`src/design/aib_red_pkg.sv`:
```
// **************************************************
// aib redundancy package: lane and pad counts,
// field widths and the repair command opcodes
// **************************************************
package aib_red_pkg;

  // logical lanes, lane 0 is the word strobe
  localparam int NUM_LANES = 8;

  // one spare pad above the top lane
  localparam int NUM_PADS = NUM_LANES + 1;

  // data rides on lanes 1 to NUM_LANES-1
  localparam int DATA_W = NUM_LANES - 1;

  // pad index, wide enough for the spare
  localparam int PAD_IDX_W = 4;

  // one drive strength code, n or p side
  localparam int DRV_W = 2;

  // repair command opcodes
  typedef enum logic [1:0] {
    // no effect
    CMD_NOP         = 2'd0,
    // record faulty pad from cmd_idx, repair on
    CMD_SET_FAULT   = 2'd1,
    // repair off, direct mapping
    CMD_CLEAR_FAULT = 2'd2,
    // load n and p drive codes of lane cmd_idx
    CMD_SET_DRIVE   = 2'd3
  } cmd_op_e;

endpackage

```
`src/design/pad_redundancy_mux.sv`:
```
// **************************************************
// pad redundancy mux: two-way select per pad on the
// transmit fields and per lane on the receive bit
// **************************************************
`timescale 1ns/100ps

module pad_redundancy_mux (
  // high selects the in1 side of every field
  input  logic                              shift_en,

  // transmit side, in0 own lane, in1 lane below
  input  logic                              lane_tx_in0,
  input  logic                              lane_tx_in1,
  input  logic                              lane_en_in0,
  input  logic                              lane_en_in1,
  input  logic [aib_red_pkg::DRV_W-1:0]     ndrv_in0,
  input  logic [aib_red_pkg::DRV_W-1:0]     ndrv_in1,
  input  logic [aib_red_pkg::DRV_W-1:0]     pdrv_in0,
  input  logic [aib_red_pkg::DRV_W-1:0]     pdrv_in1,

  // receive side, in0 own pad, in1 pad above
  input  logic                              pad_rx_in0,
  input  logic                              pad_rx_in1,

  // muxed pad fields
  output logic                              pad_tx,
  output logic                              pad_en,
  output logic [aib_red_pkg::DRV_W-1:0]     pad_ndrv,
  output logic [aib_red_pkg::DRV_W-1:0]     pad_pdrv,

  // muxed lane receive bit
  output logic                              lane_rx
);

  // transmit data and enable
  assign pad_tx   = shift_en ? lane_tx_in1 : lane_tx_in0;
  assign pad_en   = shift_en ? lane_en_in1 : lane_en_in0;

  // drive strengths follow the same lane as the data
  assign pad_ndrv = shift_en ? ndrv_in1 : ndrv_in0;
  assign pad_pdrv = shift_en ? pdrv_in1 : pdrv_in0;

  // receive select
  // shifted lanes read one pad up
  assign lane_rx  = shift_en ? pad_rx_in1 : pad_rx_in0;

endmodule

```
`src/design/repair_cmd_decode.sv`:
```
// **************************************************
// repair command decode: command/word arbitration,
// fault register, drive table and shift vector
// **************************************************
`timescale 1ns/100ps

module repair_cmd_decode (
  input  logic                                                  clk,
  input  logic                                                  rst,

  // command port
  input  logic                                                  cmd_valid,
  input  aib_red_pkg::cmd_op_e                                  cmd_op,
  input  logic [aib_red_pkg::PAD_IDX_W-1:0]                     cmd_idx,
  input  logic [aib_red_pkg::DRV_W-1:0]                         cmd_drv_n,
  input  logic [aib_red_pkg::DRV_W-1:0]                         cmd_drv_p,
  output logic                                                  cmd_ready,

  // transmit handshake
  input  logic                                                  tx_valid,
  output logic                                                  tx_ready,

  // launch register occupancy
  input  logic                                                  launch_busy,

  // configuration to the pad array
  output logic [aib_red_pkg::NUM_PADS-1:0]                      shift_en,
  output logic [aib_red_pkg::NUM_PADS-1:0]                      pad_fault,
  output logic [aib_red_pkg::NUM_LANES*aib_red_pkg::DRV_W-1:0]  drv_n_tbl,
  output logic [aib_red_pkg::NUM_LANES*aib_red_pkg::DRV_W-1:0]  drv_p_tbl
);

  logic                                  cmd_fire;
  logic                                  idx_is_pad;
  logic                                  repair_en;
  logic [aib_red_pkg::PAD_IDX_W-1:0]     fault_idx;

  // mapping only changes while no word is on the pads
  assign cmd_ready  = ~launch_busy;
  assign cmd_fire   = cmd_valid & cmd_ready;

  // a pending command holds off new words
  // so the launch register drains and the command wins
  assign tx_ready   = ~cmd_valid;

  assign idx_is_pad = int'(cmd_idx) < aib_red_pkg::NUM_PADS;

  // fault register and drive table
  always_ff @(posedge clk) begin
    if (rst) begin
      repair_en <= 1'b0;
      fault_idx <= '0;
      drv_n_tbl <= '0;
      drv_p_tbl <= '0;
    end else if (cmd_fire) begin
      case (cmd_op)
        aib_red_pkg::CMD_SET_FAULT: begin
          // bad index drops the command
          if (idx_is_pad) begin
            repair_en <= 1'b1;
            fault_idx <= cmd_idx;
          end
        end
        aib_red_pkg::CMD_CLEAR_FAULT: begin
          repair_en <= 1'b0;
        end
        aib_red_pkg::CMD_SET_DRIVE: begin
          // only lanes 0 to NUM_LANES-1 match
          for (int l = 0; l < aib_red_pkg::NUM_LANES; l++) begin
            if (int'(cmd_idx) == l) begin
              drv_n_tbl[l*aib_red_pkg::DRV_W +: aib_red_pkg::DRV_W] <= cmd_drv_n;
              drv_p_tbl[l*aib_red_pkg::DRV_W +: aib_red_pkg::DRV_W] <= cmd_drv_p;
            end
          end
        end
        default: begin
          // nop
        end
      endcase
    end
  end

  // thermometer shift above the fault
  // plus one-hot mask at the fault itself
  always_comb begin
    for (int p = 0; p < aib_red_pkg::NUM_PADS; p++) begin
      shift_en[p]  = repair_en && (p > int'(fault_idx));
      pad_fault[p] = repair_en && (p == int'(fault_idx));
    end
  end

  // stored fault index must name a real pad
  fault_idx_range_a: assert property (@(posedge clk) disable iff (rst)
    repair_en |-> (int'(fault_idx) < aib_red_pkg::NUM_PADS))
    else $error("FAIL fault_idx out of range: fault_idx=%h", fault_idx);

  // never a command and a word on the same edge
  // launch register stays empty after a command edge
  one_grant_a: assert property (@(posedge clk) disable iff (rst)
    (cmd_fire && tx_valid) |=> !launch_busy)
    else $error("FAIL word launched with a command: launch_busy=%h", launch_busy);

endmodule

```
`src/design/pad_array_remap.sv`:
```
// **************************************************
// pad array remap: launch register and per-pad
// redundancy muxes mapping lanes onto pads
// **************************************************
`timescale 1ns/100ps

module pad_array_remap (
  input  logic                                                  clk,
  input  logic                                                  rst,

  // accepted transmit word
  input  logic                                                  tx_fire,
  input  logic [aib_red_pkg::DATA_W-1:0]                        tx_data,

  // configuration from the decoder
  input  logic [aib_red_pkg::NUM_PADS-1:0]                      shift_en,
  input  logic [aib_red_pkg::NUM_PADS-1:0]                      pad_fault,
  input  logic [aib_red_pkg::NUM_LANES*aib_red_pkg::DRV_W-1:0]  drv_n_tbl,
  input  logic [aib_red_pkg::NUM_LANES*aib_red_pkg::DRV_W-1:0]  drv_p_tbl,

  output logic                                                  launch_busy,

  // pads
  output logic [aib_red_pkg::NUM_PADS-1:0]                      pad_tx,
  output logic [aib_red_pkg::NUM_PADS-1:0]                      pad_txen,
  output logic [aib_red_pkg::NUM_PADS*aib_red_pkg::DRV_W-1:0]   pad_ndrv,
  output logic [aib_red_pkg::NUM_PADS*aib_red_pkg::DRV_W-1:0]   pad_pdrv,
  input  logic [aib_red_pkg::NUM_PADS-1:0]                      pad_rx,

  // remapped receive lanes
  output logic [aib_red_pkg::NUM_LANES-1:0]                     lane_rx
);

  localparam int EXT_W = aib_red_pkg::NUM_LANES + 2;
  localparam int DW    = aib_red_pkg::DRV_W;

  logic [aib_red_pkg::DATA_W-1:0]     launch_data;
  logic [aib_red_pkg::NUM_LANES-1:0]  lane_tx;

  // lanes padded with an empty lane at each end
  // index j carries lane j-1
  logic [EXT_W-1:0]                   tx_ext;
  logic [EXT_W-1:0]                   en_ext;
  logic [EXT_W*DW-1:0]                ndrv_ext;
  logic [EXT_W*DW-1:0]                pdrv_ext;

  // pads with an empty pad below, index j is pad j-1
  logic [aib_red_pkg::NUM_PADS:0]     rx_ext;

  logic [aib_red_pkg::NUM_PADS-1:0]   mux_en;
  logic [aib_red_pkg::NUM_PADS-1:0]   rx_mux;

  // launch register, strobe lives one cycle per word
  always_ff @(posedge clk) begin
    if (rst) begin
      launch_busy <= 1'b0;
    end else begin
      launch_busy <= tx_fire;
    end
  end

  always_ff @(posedge clk) begin
    if (tx_fire) begin
      launch_data <= tx_data;
    end
  end

  // strobe on lane 0, data above it
  assign lane_tx  = {launch_data, launch_busy};

  assign tx_ext   = {1'b0, lane_tx, 1'b0};
  assign en_ext   = {1'b0, {aib_red_pkg::NUM_LANES{1'b1}}, 1'b0};
  assign ndrv_ext = {{DW{1'b0}}, drv_n_tbl, {DW{1'b0}}};
  assign pdrv_ext = {{DW{1'b0}}, drv_p_tbl, {DW{1'b0}}};
  assign rx_ext   = {pad_rx, 1'b0};

  // pad p picks lane p or lane p-1
  // mux p also serves receive of lane p-1 from pad p-1 or pad p
  for (genvar p = 0; p < aib_red_pkg::NUM_PADS; p++) begin : g_pad
    pad_redundancy_mux pad_redundancy_mux_inst (
      .shift_en    (shift_en[p]),
      .lane_tx_in0 (tx_ext[p+1]),
      .lane_tx_in1 (tx_ext[p]),
      .lane_en_in0 (en_ext[p+1]),
      .lane_en_in1 (en_ext[p]),
      .ndrv_in0    (ndrv_ext[(p+1)*DW +: DW]),
      .ndrv_in1    (ndrv_ext[p*DW +: DW]),
      .pdrv_in0    (pdrv_ext[(p+1)*DW +: DW]),
      .pdrv_in1    (pdrv_ext[p*DW +: DW]),
      .pad_rx_in0  (rx_ext[p]),
      .pad_rx_in1  (rx_ext[p+1]),
      .pad_tx      (pad_tx[p]),
      .pad_en      (mux_en[p]),
      .pad_ndrv    (pad_ndrv[p*DW +: DW]),
      .pad_pdrv    (pad_pdrv[p*DW +: DW]),
      .lane_rx     (rx_mux[p])
    );
  end

  // faulty pad stays off
  assign pad_txen = mux_en & ~pad_fault;

  // mux 0 has no lane below it on receive
  assign lane_rx  = rx_mux[aib_red_pkg::NUM_PADS-1:1];

  // shifted pads form one block at the top, pad 0 never shifts
  shift_thermo_a: assert property (@(posedge clk) disable iff (rst)
    ((shift_en[aib_red_pkg::NUM_PADS-2:0] & ~shift_en[aib_red_pkg::NUM_PADS-1:1]) == '0)
    && !shift_en[0])
    else $error("FAIL shift_en not thermometer: shift_en=%h", shift_en);

endmodule

```
`src/design/rx_capture.sv`:
```
// **************************************************
// rx capture: registers remapped lanes into the
// receive strobe and data word
// **************************************************
`timescale 1ns/100ps

module rx_capture (
  input  logic                               clk,
  input  logic                               rst,

  // lanes after the receive muxes
  input  logic [aib_red_pkg::NUM_LANES-1:0]  lane_rx,

  // received word, no back-pressure
  output logic                               rx_valid,
  output logic [aib_red_pkg::DATA_W-1:0]     rx_data
);

  logic                              strobe;
  logic [aib_red_pkg::DATA_W-1:0]    lane_data;

  // lane 0 strobe, lanes 1 up data
  assign strobe    = lane_rx[0];
  assign lane_data = lane_rx[aib_red_pkg::NUM_LANES-1:1];

  // one valid pulse per strobe cycle
  always_ff @(posedge clk) begin
    if (rst) begin
      rx_valid <= 1'b0;
    end else begin
      rx_valid <= strobe;
    end
  end

  // hold last word between strobes
  always_ff @(posedge clk) begin
    if (strobe) begin
      rx_data <= lane_data;
    end
  end

  // strobe path must resolve through the pad loop
  rx_valid_known_a: assert property (@(posedge clk) disable iff (rst)
    !$isunknown(rx_valid))
    else $error("FAIL rx_valid unknown: rx_valid=%h", rx_valid);

endmodule

```
`src/design/aib_redundancy_top.sv`:
```
// **************************************************
// aib redundancy top: repaired parallel pad channel,
// command decode, lane remap and receive capture
// **************************************************
`timescale 1ns/100ps

module aib_redundancy_top (
  input  logic                                                 clk,
  input  logic                                                 rst,

  // command port
  input  logic                                                 cmd_valid,
  output logic                                                 cmd_ready,
  input  aib_red_pkg::cmd_op_e                                 cmd_op,
  input  logic [aib_red_pkg::PAD_IDX_W-1:0]                    cmd_idx,
  input  logic [aib_red_pkg::DRV_W-1:0]                        cmd_drv_n,
  input  logic [aib_red_pkg::DRV_W-1:0]                        cmd_drv_p,

  // transmit port
  input  logic                                                 tx_valid,
  output logic                                                 tx_ready,
  input  logic [aib_red_pkg::DATA_W-1:0]                       tx_data,

  // receive port
  output logic                                                 rx_valid,
  output logic [aib_red_pkg::DATA_W-1:0]                       rx_data,

  // pads
  output logic [aib_red_pkg::NUM_PADS-1:0]                     pad_tx,
  output logic [aib_red_pkg::NUM_PADS-1:0]                     pad_txen,
  output logic [aib_red_pkg::NUM_PADS*aib_red_pkg::DRV_W-1:0]  pad_ndrv,
  output logic [aib_red_pkg::NUM_PADS*aib_red_pkg::DRV_W-1:0]  pad_pdrv,
  input  logic [aib_red_pkg::NUM_PADS-1:0]                     pad_rx
);

  logic                                                  tx_fire;
  logic                                                  launch_busy;
  logic [aib_red_pkg::NUM_PADS-1:0]                      shift_en;
  logic [aib_red_pkg::NUM_PADS-1:0]                      pad_fault;
  logic [aib_red_pkg::NUM_LANES*aib_red_pkg::DRV_W-1:0]  drv_n_tbl;
  logic [aib_red_pkg::NUM_LANES*aib_red_pkg::DRV_W-1:0]  drv_p_tbl;
  logic [aib_red_pkg::NUM_LANES-1:0]                     lane_rx;

  // word handshake
  assign tx_fire = tx_valid & tx_ready;

  repair_cmd_decode repair_cmd_decode_inst (
    .clk         (clk),
    .rst         (rst),
    .cmd_valid   (cmd_valid),
    .cmd_op      (cmd_op),
    .cmd_idx     (cmd_idx),
    .cmd_drv_n   (cmd_drv_n),
    .cmd_drv_p   (cmd_drv_p),
    .cmd_ready   (cmd_ready),
    .tx_valid    (tx_valid),
    .tx_ready    (tx_ready),
    .launch_busy (launch_busy),
    .shift_en    (shift_en),
    .pad_fault   (pad_fault),
    .drv_n_tbl   (drv_n_tbl),
    .drv_p_tbl   (drv_p_tbl)
  );

  pad_array_remap pad_array_remap_inst (
    .clk         (clk),
    .rst         (rst),
    .tx_fire     (tx_fire),
    .tx_data     (tx_data),
    .shift_en    (shift_en),
    .pad_fault   (pad_fault),
    .drv_n_tbl   (drv_n_tbl),
    .drv_p_tbl   (drv_p_tbl),
    .launch_busy (launch_busy),
    .pad_tx      (pad_tx),
    .pad_txen    (pad_txen),
    .pad_ndrv    (pad_ndrv),
    .pad_pdrv    (pad_pdrv),
    .pad_rx      (pad_rx),
    .lane_rx     (lane_rx)
  );

  rx_capture rx_capture_inst (
    .clk      (clk),
    .rst      (rst),
    .lane_rx  (lane_rx),
    .rx_valid (rx_valid),
    .rx_data  (rx_data)
  );

endmodule

```
`config.mk`:
```
export PLATFORM = sky130hd
export DESIGN_NAME = aib_redundancy_top
export DESIGN_NICKNAME = d
export VERILOG_FILES = /design/src/design/aib_red_pkg.sv /design/src/design/pad_redundancy_mux.sv /design/src/design/repair_cmd_decode.sv /design/src/design/pad_array_remap.sv /design/src/design/rx_capture.sv /design/src/design/aib_redundancy_top.sv
export SDC_FILE = /design/constraint.sdc
export NUM_CORES = 1
export LEC_CHECK = 0
export BUFFER_PORTS_ARGS = -buffer_cell sky130_fd_sc_hd__buf_2
export CELL_PAD_IN_SITES_DETAIL_PLACEMENT = 0
export CELL_PAD_IN_SITES_GLOBAL_PLACEMENT = 2
export CORE_MARGIN = 2
export CORE_UTILIZATION = 27
export DETAILED_ROUTE_END_ITERATION = 10
export GPL_ROUTABILITY_DRIVEN = 0
export GPL_TIMING_DRIVEN = 0
export PLACE_DENSITY = 0.8
export RECOVER_POWER = 100
export SETUP_SLACK_MARGIN = 0.15
export SYNTH_ARGS = -nofsm -noshare
export SYNTH_HDL_FRONTEND = slang
export SYNTH_SLANG_ARGS = --single-unit
export TNS_END_PERCENT = 30
```
`constraint.sdc`:
```
create_clock -name clk -period 1.9 [get_ports clk]
set_input_delay 0.38 -clock clk [delete_from_list [all_inputs] [get_ports clk]]
set_output_delay 0.38 -clock clk [all_outputs]
set_load 0.03 [all_outputs]
```
==> metrics.md, run 1 <==
| Metric | Value |
|---|---|
| Status | `finished, violations left` |
| Failing checks | `negative setup slack` |
| Grt total ovfl | `0` |
| HP Class | `primary input to register` |
| Post-synthesis sequential area ratio | `45.2%` |
| Clock Latency Late Sink | `310 ps` |
| Pre-Repair DR Iteration Count | `3` |
| Sink count of the clock tree | `53` |
| Leakage power | `0.00172 µW` |
| GRT met1 Usage | `16.3%` |
| Routed WL | `7210 µm` |
| Clock Path Buffers | `2` |
| Global Route Usage Sum | `13.5%` |
| Peak Freq | `452 MHz` |
| Initial antenna violation count | `0` |
| Worst-path clk slew | `90 ps` |
| Grt met2 use | `24.1%` |
| Async set-reset flop share out of synthesis | `0%` |
| Hold-fix buffers, CTS | `0` |
| Cell area power density | `543 mW/mm²` |
| Total power | `2200 µW` |
| Htree depth | `2` |
| Io pins | `94` |
| Fin. max-slew vios | `0` |
| Min Hold Slack | `247 ps` |
| Synth area leader | `dfxtp_1` |
| Syn avg cell area | `10.4 µm²` |
| Setup repair after global routing missed its margin | `yes` |
| Grt peak-use layer | `met2` |
| Nets@finish | `396` |
| Worst setup margin | `-312 ps` |
| Largest net degree at the start of global routing | `17` |
| Worst Path Required | `1520 ps` |
| Chip width | `103 µm` |
| Dpl hpwl | `5510 µm` |
| CTS buffer count | `5` |
| Crit. End Element | `primary output` |
| Via density | `4.40` |
| Max IR drop VDD | `0.277 mV` |
| Final Cycle Share | `116%` |
| Starting density of the core | `27.4%` |
| Setup Skew | `5.83 ps` |
| Worst slew margin relative to its limit | `49.2%` |
| Share of the synthesized area in the top cell type | `29.4%` |
| Vias | `2201` |
| DRT iter0 DRCs | `63` |
| Clk Tree Root Cell | `clkbuf_8` |
| Drt drc | `0` |
| CP Class | `register to primary output` |
| Total of max-cap violations | `0` |
| Yosys warning count | `0` |
| IO Port Bufs | `88` |
| Syn Inst Count | `256` |
| Setup TNS | `-7380 ps` |
| Synthesized area | `0.00266 mm²` |
| Yosys cell types | `28` |
| Die H | `103 µm` |
| Area Overhead vs Synth | `52.8%` |
| Top FF cell, synth | `dfxtp_1` |
| Core area | `0.00968 mm²` |
| Slew @ Worst Pin | `760 ps` |
| Total die area | `0.0107 mm²` |
| Fillers | `961` |
| Largest cells by area after synthesis | `dfxtp_1 29%, mux2_2 18%, edfxtp_1 16%` |
| Seq cells post-synth | `53` |
| # setup viols final | `36` |
| CP max FO | `6` |
| Share of cells above drive strength 1 | `50.1%` |
| Row Count | `36` |
| Final Hold Violating Endpoints | `0` |
| Final instance area | `0.00406 mm²` |
| First-pass GRT wire length | `11000 µm` |
| Worst EP arrival | `1830 ps` |
| Syn_nets | `286` |
| DR WL/cell | `14.4 µm` |
| Placed Area | `0.00328 mm²` |
| Pre-CTS WS | `-225 ps` |
| Routed Antenna Nets | `0` |
| Tmin final | `2210 ps` |
| Number of enable flip-flop cells after synthesis | `14` |
| Met3 usage | `3.43%` |
| CTS tree | `yes` |
| N_diodes | `0` |
| Startpoint types | `register` |
| Vias in the first global route | `2160` |
==> what timing repair did <==
item | CTS | global route
endpoints found under the setup margin | 58 | 74
gates resized for setup | 129 | 42
pin swaps | 6 | 8
setup buffers | 8 | 7
cloned | 0 | 0
==> metal layers <==
| layer | part of all wire (%) | routed length (µm) | vias to the layer above |
|---|---|---|---|
| li1 | - | - | 1096 |
| met1 | 43 | 3070 | 1039 |
| met2 | 50 | 3620 | 61 |
| met3 | 6.3 | 457 | 5 |
| met4 | 0.90 | 65 | 0 |
| met5 | 0 | 0 | - |
==> Yosys cell counts (3+ instances only) <==
master	number
nor2_1	37
clkbuf_1	14
and2_1	7
inv_1	4
edfxtp_1	14
mux2_2	42
dfxtp_1	39
mux2i_1	34
nor2b_1	6
nand2_1	16
o21ai_0	3
buf_4	13
nand3_1	6
==> cell type report <==
type	count	area [µm²]	share of cell area [%]
Inverter	4	15.0	0.370
Multi-Input combinational cell	170	1500	37.0
Clock inverter	2	13.8	0.339
Clock buffer	6	72.6	1.79
Buffer	29	238	5.86
Timing Repair Buffer	103	842	20.7
Sequential cell	53	1210	29.8
Tap cell	133	166	4.10
==> cells in the final DEF (no fill, tap or decap), types with 2 or more instances in the layout <==
| master | count |
|---|---|
| nor2_1 | 34 |
| and2_1 | 3 |
| dfxtp_2 | 4 |
| a21oi_1 | 2 |
| nor2b_1 | 4 |
| buf_12 | 3 |
| clkbuf_1 | 26 |
| nor2_2 | 3 |
| buf_2 | 30 |
| nand2_8 | 2 |
| nand2_1 | 10 |
| clkbuf_8 | 5 |
| buf_8 | 2 |
| dfxtp_1 | 34 |
| mux2_4 | 20 |
| nor2b_4 | 2 |
| nand2_4 | 3 |
| edfxtp_1 | 14 |
| mux2_2 | 22 |
| and2_4 | 4 |
| nand3_1 | 5 |
| nand4_1 | 2 |
| inv_1 | 4 |
| nor3_2 | 2 |
| buf_6 | 50 |
| nand2b_1 | 2 |
| mux2i_1 | 34 |
| buf_4 | 20 |
==> cells by family (layout without fill, tap and decap cells) <==
| family | count (synthesis) | in the layout | share of synthesized area (%) |
|---|---|---|---|
| AOI/OAI and AO/OA | 6 | 6 | 1.22 |
| buffers and inverters | 33 | 144 | 6.59 |
| DFF | 53 | 53 | 45.2 |
| muxes | 76 | 76 | 30.6 |
| and+or+nand+nor | 88 | 88 | 16.4 |
==> report_power, final <==
group / switching [µW] / internal (µW)
Combinational: 199 / 164
Sequential: 12.9 / 1190
Clock: 375 / 264
==> registers in the layout, indices dropped and copies added (netlist names) <==
register,cells
pad_array_remap_inst.launch_data,7
repair_cmd_decode_inst.repair_en,1
repair_cmd_decode_inst.drv_p_tbl,16
repair_cmd_decode_inst.fault_idx,4
rx_capture_inst.rx_valid,1
repair_cmd_decode_inst.drv_n_tbl,16
rx_capture_inst.rx_data,7
pad_array_remap_inst.launch_busy,1
==> per-stage QoR <==
step                      cells  utilization, %
final                       500            41.9
after global routing        500            41.9
after CTS                   493            39.8
after detailed placement    477            33.9
after global placement      477            33.9
after floorplan             256               -
==> final timing paths <==
check | from | end | slack [ps] | depth (start not counted)
hold / removal | tx_data[1] | pad_array_remap_inst.launch_data[1]$_DFFE_PP_ | 250 | 1
setup / recovery | repair_cmd_decode_inst.fault_idx[2]$_SDFFE_PP0P_ | pad_tx[2] | -310 | 7
setup reg to reg | pad_array_remap_inst.launch_busy$_SDFF_PP0_ | repair_cmd_decode_inst.drv_p_tbl[1]$_SDFFE_PP0P_ | 110 | 5
hold reg to reg | repair_cmd_decode_inst.repair_en$_SDFFE_PP0P_ | repair_cmd_decode_inst.repair_en$_SDFFE_PP0P_ | 490 | 2
==> worst max-delay path, cell delays in order (launching register included) <==
cell and delay (ps):
dfxtp_2 330, buf_8 120, nor3b_4 220, nor2b_4 200
buf_8 130, mux2_4 300, buf_6 110, buf_6 120
No activity file was read; power rests on OpenSTA's default activity.
==> run 2, diff against run 1 <==
CORE_ASPECT_RATIO = 1.5   (was default)
CORE_UTILIZATION = 32   (was 27)
PLACE_DENSITY = 0.88   (was 0.8)
clock period = 2.6 ns   (was 1.9 ns; I/O delays follow)
==> metrics.md, run 2 (synthesis gave the netlist of run 1 again) <==
| Metric | Value |
|---|---|
| Worst slew margin relative to its limit | `42.3% (was 49.2%)` |
| Total die area | `0.00906 mm² (was 0.0107 mm²)` |
| Commonest non-fill, non-tap cell in the layout | `clkbuf_1 (was buf_6)` |
| Worst EP arrival | `1920 ps (was 1830 ps)` |
| Fillers | `861 (was 961)` |
| Worst-path clk slew | `60 ps (was 90 ps)` |
| Drt drc | `0 (unchanged)` |
| IO Port Bufs | `88 (unchanged)` |
| CTS tree | `yes (unchanged)` |
| Final instance area | `0.00338 mm² (was 0.00406 mm²)` |
| HP Class | `primary input to register (unchanged)` |
| Fin. max-slew vios | `0 (unchanged)` |
| Largest net degree at the start of global routing | `17 (unchanged)` |
| Clk Tree Root Cell | `clkbuf_16 (was clkbuf_8)` |
| Worst setup margin | `160 ps (was -312 ps)` |
| Pre-Repair DR Iteration Count | `4 (was 3)` |
| Commonest non-fill, non-tap cells in the layout | `59 x clkbuf_1, 39 x dfxtp_1, 38 x mux2_2 (was 50 x buf_6, 34 x nor2_1, 34 x mux2i_1, 34 x dfxtp_1, 30 x buf_2)` |
| Clock Path Buffers | `2 (unchanged)` |
| FF-to-FF setup slack | `710 ps (was 110 ps)` |
| Initial antenna violation count | `0 (unchanged)` |
| Starting density of the core | `33.0% (was 27.4%)` |
| Sink count of the clock tree | `53 (unchanged)` |
| R2R depth | `4 (was 5)` |
| Tmin final | `2440 ps` |
| Leakage power | `0.00138 µW (was 0.00172 µW)` |
| Grt total ovfl | `0 (unchanged)` |
| Setup repair after global routing missed its margin | `yes (unchanged)` |
| Nets@finish | `385 (was 396)` |
| First-pass GRT wire length | `10200 µm (was 11000 µm)` |
| Routed Antenna Nets | `0 (unchanged)` |
| DR WL/cell | `14.4 µm (about the same)` |
| Area Overhead vs Synth | `27.4% (was 52.8%)` |
| Dpl hpwl | `5350 µm (was 5510 µm)` |
| Status | `completed (was finished, violations left)` |
| Final Cycle Share | `93.8%` |
| FF-to-FF End | `repair_cmd_decode_inst.drv_p_tbl[3]$_SDFFE_PP0P_ (was repair_cmd_decode_inst.drv_p_tbl[1]$_SDFFE_PP0P_)` |
| Post-layout util | `42.0% (was 41.9%)` |
| Max IR drop VDD | `0.315 mV (was 0.277 mV)` |
| Vias | `2171 (was 2201)` |
| DRT iter0 DRCs | `67 (was 63)` |
| Regs by FF count | `repair_cmd_decode_inst.drv_n_tbl (16), repair_cmd_decode_inst.drv_p_tbl (16) (unchanged)` |
| Chip width | `78.4 µm (was 103 µm)` |
| Share of cells above drive strength 1 | `31.5% (was 50.1%)` |
| Die H | `116 µm (was 103 µm)` |
| Startpoint types | `register (unchanged)` |
| Crit path from | `repair_cmd_decode_inst.fault_idx[2]$_SDFFE_PP0P_ (unchanged)` |
| Clock Latency Late Sink | `290 ps (was 310 ps)` |
| Worst Path Required | `2080 ps (was 1520 ps)` |
| Placed Area | `0.00323 mm² (was 0.00328 mm²)` |
| # setup viols final | `0 (was 36)` |
| Total power | `1730 µW (was 2200 µW)` |
| Cell area power density | `511 mW/mm² (was 543 mW/mm²)` |
| Io pins | `94 (unchanged)` |
| Core area | `0.00806 mm² (was 0.00968 mm²)` |
| Crit. End Element | `primary output (unchanged)` |
| Worst r2r src | `pad_array_remap_inst.launch_busy$_SDFF_PP0_ (unchanged)` |
| Via density | `4.71 (was 4.40)` |
| Global Route Usage Sum | `14.8% (was 13.5%)` |
| Pre-CTS WS | `79.0 ps (was -225 ps)` |
| CP Class | `register to primary output (unchanged)` |
| Routed WL | `6630 µm (was 7210 µm)` |
| Row Count | `40 (was 36)` |
| Final Hold Violating Endpoints | `0 (unchanged)` |
| N_diodes | `0 (unchanged)` |
| Crit path capture | `pad_tx[3] (was pad_tx[2])` |
| Peak Freq | `410 MHz` |
| Total of max-cap violations | `0 (unchanged)` |
| Slew @ Worst Pin | `859 ps (was 760 ps)` |
| CP max FO | `9 (was 6)` |
| Setup TNS | `0 ps (was -7380 ps)` |
| Setup Skew | `2.30 ps (was 5.83 ps)` |
| Vias in the first global route | `2099 (was 2160)` |
| CTS buffer count | `5 (unchanged)` |
| Htree depth | `2 (unchanged)` |
run 2: layer usage:
layer | global-route usage [%] | vias up | share of wire, %
li1 | - | 1071 | -
met1 | 16.0 | 1035 | 39
met2 | 28.4 | 61 | 56
met3 | 3.12 | 4 | 4.2
met4 | 4.56 | 0 | 1.0
met5 | 0 | - | 0
run 2: report_power, final:
part	internal [µW]	switching (µW)	leakage, µW
Combinational	79.0	130	0.000864
Sequential	870	8.71	0.000449
Clock	358	285	0.0000717
Total	1310	424	0.00138
run 2: how the worst min path moves through the flow:
stage	slack, ps	cells after the start	start	to
3_5_place_dp	470	2	repair_cmd_decode_inst.fault_idx[3]$_SDFFE_PP0P_	repair_cmd_decode_inst.fault_idx[3]$_SDFFE_PP0P_
3_3_place_gp	470	2	repair_cmd_decode_inst.repair_en$_SDFFE_PP0P_	repair_cmd_decode_inst.repair_en$_SDFFE_PP0P_
2_1_floorplan	450	2	repair_cmd_decode_inst.fault_idx[3]$_SDFFE_PP0P_	repair_cmd_decode_inst.fault_idx[3]$_SDFFE_PP0P_
6_report	410	1	tx_data[5]	pad_array_remap_inst.launch_data[5]$_DFFE_PP_
4_1_cts	400	1	tx_data[5]	pad_array_remap_inst.launch_data[5]$_DFFE_PP_
5_1_grt	390	1	tx_data[5]	pad_array_remap_inst.launch_data[5]$_DFFE_PP_
run 2: layout make-up:
class,instances,area (µm²),share of cell area [%]
Timing Repair Buffer,92,412,12.2
Tap cell,105,131,3.88
Sequential cell,53,1200,35.5
Clock buffer,6,129,3.81
Multi-Input combinational cell,170,1300,38.3
Clock inverter,2,12.5,0.370
Inverter,4,15.0,0.444
Buffer,29,186,5.51
run 2: timing repair:
| action | 4_1_cts | 5_1_grt |
|---|---|---|
| buffers inserted | 2 | 2 |
| pin swaps | 1 | 1 |
| hold buffers | 0 | 0 |
| resized for setup | 13 | 15 |
| setup endpoints to repair | 23 | 25 |
run 2: through the flow:
step	hold WS (ps)	instances
2_1_floorplan	448	256
3_3_place_gp	471	449
3_5_place_dp	473	449
4_1_cts	397	459
5_1_grt	392	461
6_report	405	461
run 2: worst max-delay path, cell delays in order (launching register included):
cell	delay [ps]
dfxtp_1	320
buf_8	140
nor3b_4	220
buf_6	150
nand2_1	190
mux2_2	330
buf_4	130
clkbuf_2	170
==> run 3, diff against run 2 <==
ABC_AREA = 1   (was default)
CORE_UTILIZATION = 29   (was 32)
PLACE_DENSITY = 0.89   (was 0.88)
==> metrics.md, run 3 <==
| Metric | Value |
|---|---|
| Total die area | `0.0109 mm² (was 0.00906 mm²)` |
| Io pins | `94 (unchanged)` |
| Drt drc | `0 (unchanged)` |
| Synthesized area | `0.00292 mm² (was 0.00266 mm²)` |
| Leakage power | `0.00156 µW (was 0.00138 µW)` |
| Core area | `0.00974 mm² (was 0.00806 mm²)` |
| Number of enable flip-flop cells after synthesis | `14 (unchanged)` |
| CP delay by family, top | `buffers and inverters (unchanged)` |
| Startpoint types | `register (unchanged)` |
| Commonest non-fill, non-tap cells in the layout | `125 x nand2_1, 106 x nor2_1, 61 x clkbuf_1 (was 59 x clkbuf_1, 39 x dfxtp_1, 38 x mux2_2)` |
| Clock Path Buffers | `2 (unchanged)` |
| Routed Antenna Nets | `0 (unchanged)` |
| Syn avg cell area | `6.81 µm² (was 10.4 µm²)` |
| Final Hold Violating Endpoints | `0 (unchanged)` |
| Slowest stage delay, CP | `330 ps (about the same)` |
| Top FF cell, synth | `dfxtp_1 (unchanged)` |
| Syn_nets | `459 (was 286)` |
| Regs by FF count | `repair_cmd_decode_inst.drv_n_tbl (16), repair_cmd_decode_inst.drv_p_tbl (16) (unchanged)` |
| Chip width | `85.9 µm (was 78.4 µm)` |
| IO Port Bufs | `93 (was 88)` |
| Peak Freq | `421 MHz (was 410 MHz)` |
| Htree depth | `2 (unchanged)` |
| Vias in the first global route | `2680 (was 2099)` |
| Worst-path clk slew | `70 ps (was 60 ps)` |
| # setup viols final | `0 (unchanged)` |
| Post-synthesis sequential area ratio | `41.1% (was 45.2%)` |
| WL met3 | `387 µm (was 280 µm)` |
| First-pass GRT wire length | `13500 µm (was 10200 µm)` |
| Tmin final | `2380 ps (was 2440 ps)` |
| Seq cells post-synth | `53 (unchanged)` |
| Max IR drop VDD | `0.236 mV (was 0.315 mV)` |
| Dpl hpwl | `6950 µm (was 5350 µm)` |
| Largest cells by area after synthesis | `dfxtp_1 27%, nand2_1 16%, edfxtp_1 14% (was dfxtp_1 29%, mux2_2 18%, edfxtp_1 16%)` |
| Crit. End Element | `primary output (unchanged)` |
| Yosys warning count | `0 (unchanged)` |
| Worst setup margin | `225 ps (was 160 ps)` |
| Starting density of the core | `30.0% (was 33.0%)` |
| Nets@finish | `560 (was 385)` |
| Setup Skew | `5.77 ps (was 2.30 ps)` |
| Min Hold Slack | `390 ps (was 405 ps)` |
| Routed WL | `8660 µm (was 6630 µm)` |
| Top sig layer | `met4 (unchanged)` |
| Initial antenna violation count | `0 (unchanged)` |
| Vias | `2875 (was 2171)` |
| Slew @ Worst Pin | `744 ps (was 859 ps)` |
| Cell area power density | `543 mW/mm² (was 511 mW/mm²)` |
| Placed Area | `0.00353 mm² (was 0.00323 mm²)` |
| Pre-CTS WS | `504 ps (was 79.0 ps)` |
| Syn Inst Count | `429 (was 256)` |
| Worst slew margin relative to its limit | `50.2% (was 42.3%)` |
| Clock Latency Late Sink | `300 ps (was 290 ps)` |
| Largest net degree at the start of global routing | `18 (was 17)` |
| Clk Tree Root Cell | `clkbuf_16 (unchanged)` |
| Grt total ovfl | `0 (unchanged)` |
| Area Overhead vs Synth | `21.7% (was 27.4%)` |
| Most instantiated cells after synthesis | `124 x nand2_1, 97 x nor2_1, 44 x inv_1 (was 42 x mux2_2, 39 x dfxtp_1, 37 x nor2_1)` |
| Pre-Repair DR Iteration Count | `4 (unchanged)` |
| Share of cells above drive strength 1 | `14.3% (was 31.5%)` |
| Bufs and invs on worst path | `3 (was 4)` |
| Most frequent cell after synthesis | `nand2_1 (was mux2_2)` |
| Die H | `127 µm (was 116 µm)` |
| Critical path's slowest cell | `clkbuf_1 (was mux2_2)` |
| Synth area leader | `dfxtp_1 (unchanged)` |
| CP max FO | `10 (was 9)` |
| Async set-reset flop share out of synthesis | `0% (unchanged)` |
| Setup TNS | `0 ps (unchanged)` |
| DR WL/cell | `13.4 µm (was 14.4 µm)` |
| M1 WL | `3430 µm (was 2560 µm)` |
| Met2 routed WL | `4710 µm (was 3720 µm)` |
| HP Class | `primary input to register (unchanged)` |
| N_diodes | `0 (unchanged)` |
| Share of the synthesized area in the top cell type | `26.7% (was 29.4%)` |
| Row Count | `44 (was 40)` |
| Global Route Usage Sum | `16.1% (was 14.8%)` |
| Worst EP arrival | `1860 ps (was 1920 ps)` |
| Worst Path Required | `2080 ps (about the same)` |
| Total of max-cap violations | `0 (unchanged)` |
| Sink count of the clock tree | `53 (unchanged)` |
| Fin. max-slew vios | `0 (unchanged)` |
| DRT iter0 DRCs | `111 (was 67)` |
| Setup repair after global routing missed its margin | `no (was yes)` |
| Status | `completed (unchanged)` |
| Via density | `4.45 (was 4.71)` |
| CP Class | `register to primary output (unchanged)` |
| CP Cell Sequence | `inv_1, nand2_4, nor2_4, nand2_1, buf_2, a21oi_1, clkbuf_1 (was buf_8, nor3b_4, buf_6, nand2_1, mux2_2, buf_4, clkbuf_2)` |
| CTS buffer count | `5 (unchanged)` |
| Final Cycle Share | `91.4% (was 93.8%)` |
| Yosys cell types | `25 (was 28)` |
| Final instance area | `0.00355 mm² (was 0.00338 mm²)` |
| Commonest non-fill, non-tap cell in the layout | `nand2_1 (was clkbuf_1)` |
| CTS tree | `yes (unchanged)` |
-- run 3: final timing paths --
| kind | from | to | slack, ps | cells after the start |
|---|---|---|---|---|
| worst min register to register | repair_cmd_decode_inst.drv_p_tbl[7]$_SDFFE_PP0P_ | repair_cmd_decode_inst.drv_p_tbl[7]$_SDFFE_PP0P_ | 490 | 2 |
| worst min-delay path | tx_data[3] | pad_array_remap_inst.launch_data[3]$_DFFE_PP_ | 390 | 1 |
| worst max-delay path | repair_cmd_decode_inst.fault_idx[3]$_SDFFE_PP0P_ | pad_pdrv[2] | 220 | 7 |
| worst max register to register | repair_cmd_decode_inst.fault_idx[3]$_SDFFE_PP0P_ | rx_capture_inst.rx_data[1]$_DFFE_PP_ | 1040 | 7 |
-- run 3: timing repair --
item | 4_1_cts | 5_1_grt
buffers inserted | 0 | 1
hold buffers | 0 | 0
gates resized for setup | 0 | 4
endpoints found under the setup margin | 0 | 7
-- run 3: final cells by class --
| cell class | count | area (µm²) |
|---|---|---|
| sequential | 53 | 1200 |
| clock buffer | 5 | 125 |
| multi-input combinational | 305 | 1290 |
| tap | 115 | 144 |
| fill | 1130 | 6190 |
| buffer | 23 | 161 |
| clock inverter | 3 | 43.8 |
| timing repair buffer | 94 | 400 |
| inverter | 48 | 183 |
-- run 3: logic make-up after synthesis --
logic type | Yosys count | synth area share (%)
AOI/OAI and AO/OA | 39 | 7.33
DFF | 53 | 41.1
and+or+nand+nor | 266 | 39.8
buffers and inverters | 71 | 11.7
-- run 3: where the power goes --
| part | switching, µW | internal, µW |
|---|---|---|
| clock | 320 | 457 |
| combinational | 188 | 80.7 |
| sequential | 12.0 | 873 |
| total | 520 | 1410 |
-- run 3: metrics by stage --
step	utilization [%]	total power, µW	cells
6_report	36.5	1930	646
5_1_grt	36.5	2020	646
4_1_cts	38.0	1970	645
3_5_place_dp	36.2	1190	637
3_3_place_gp	36.2	1190	637
2_1_floorplan	-	1090	429
-- run 3: layer usage --
| layer | vias up | global-route usage [%] |
|---|---|---|
| met2 | 59 | 30.4 |
| met1 | 1293 | 17.5 |
| met5 | - | 0 |
| li1 | 1514 | - |
| met3 | 9 | 2.80 |
| met4 | 0 | 6.16 |
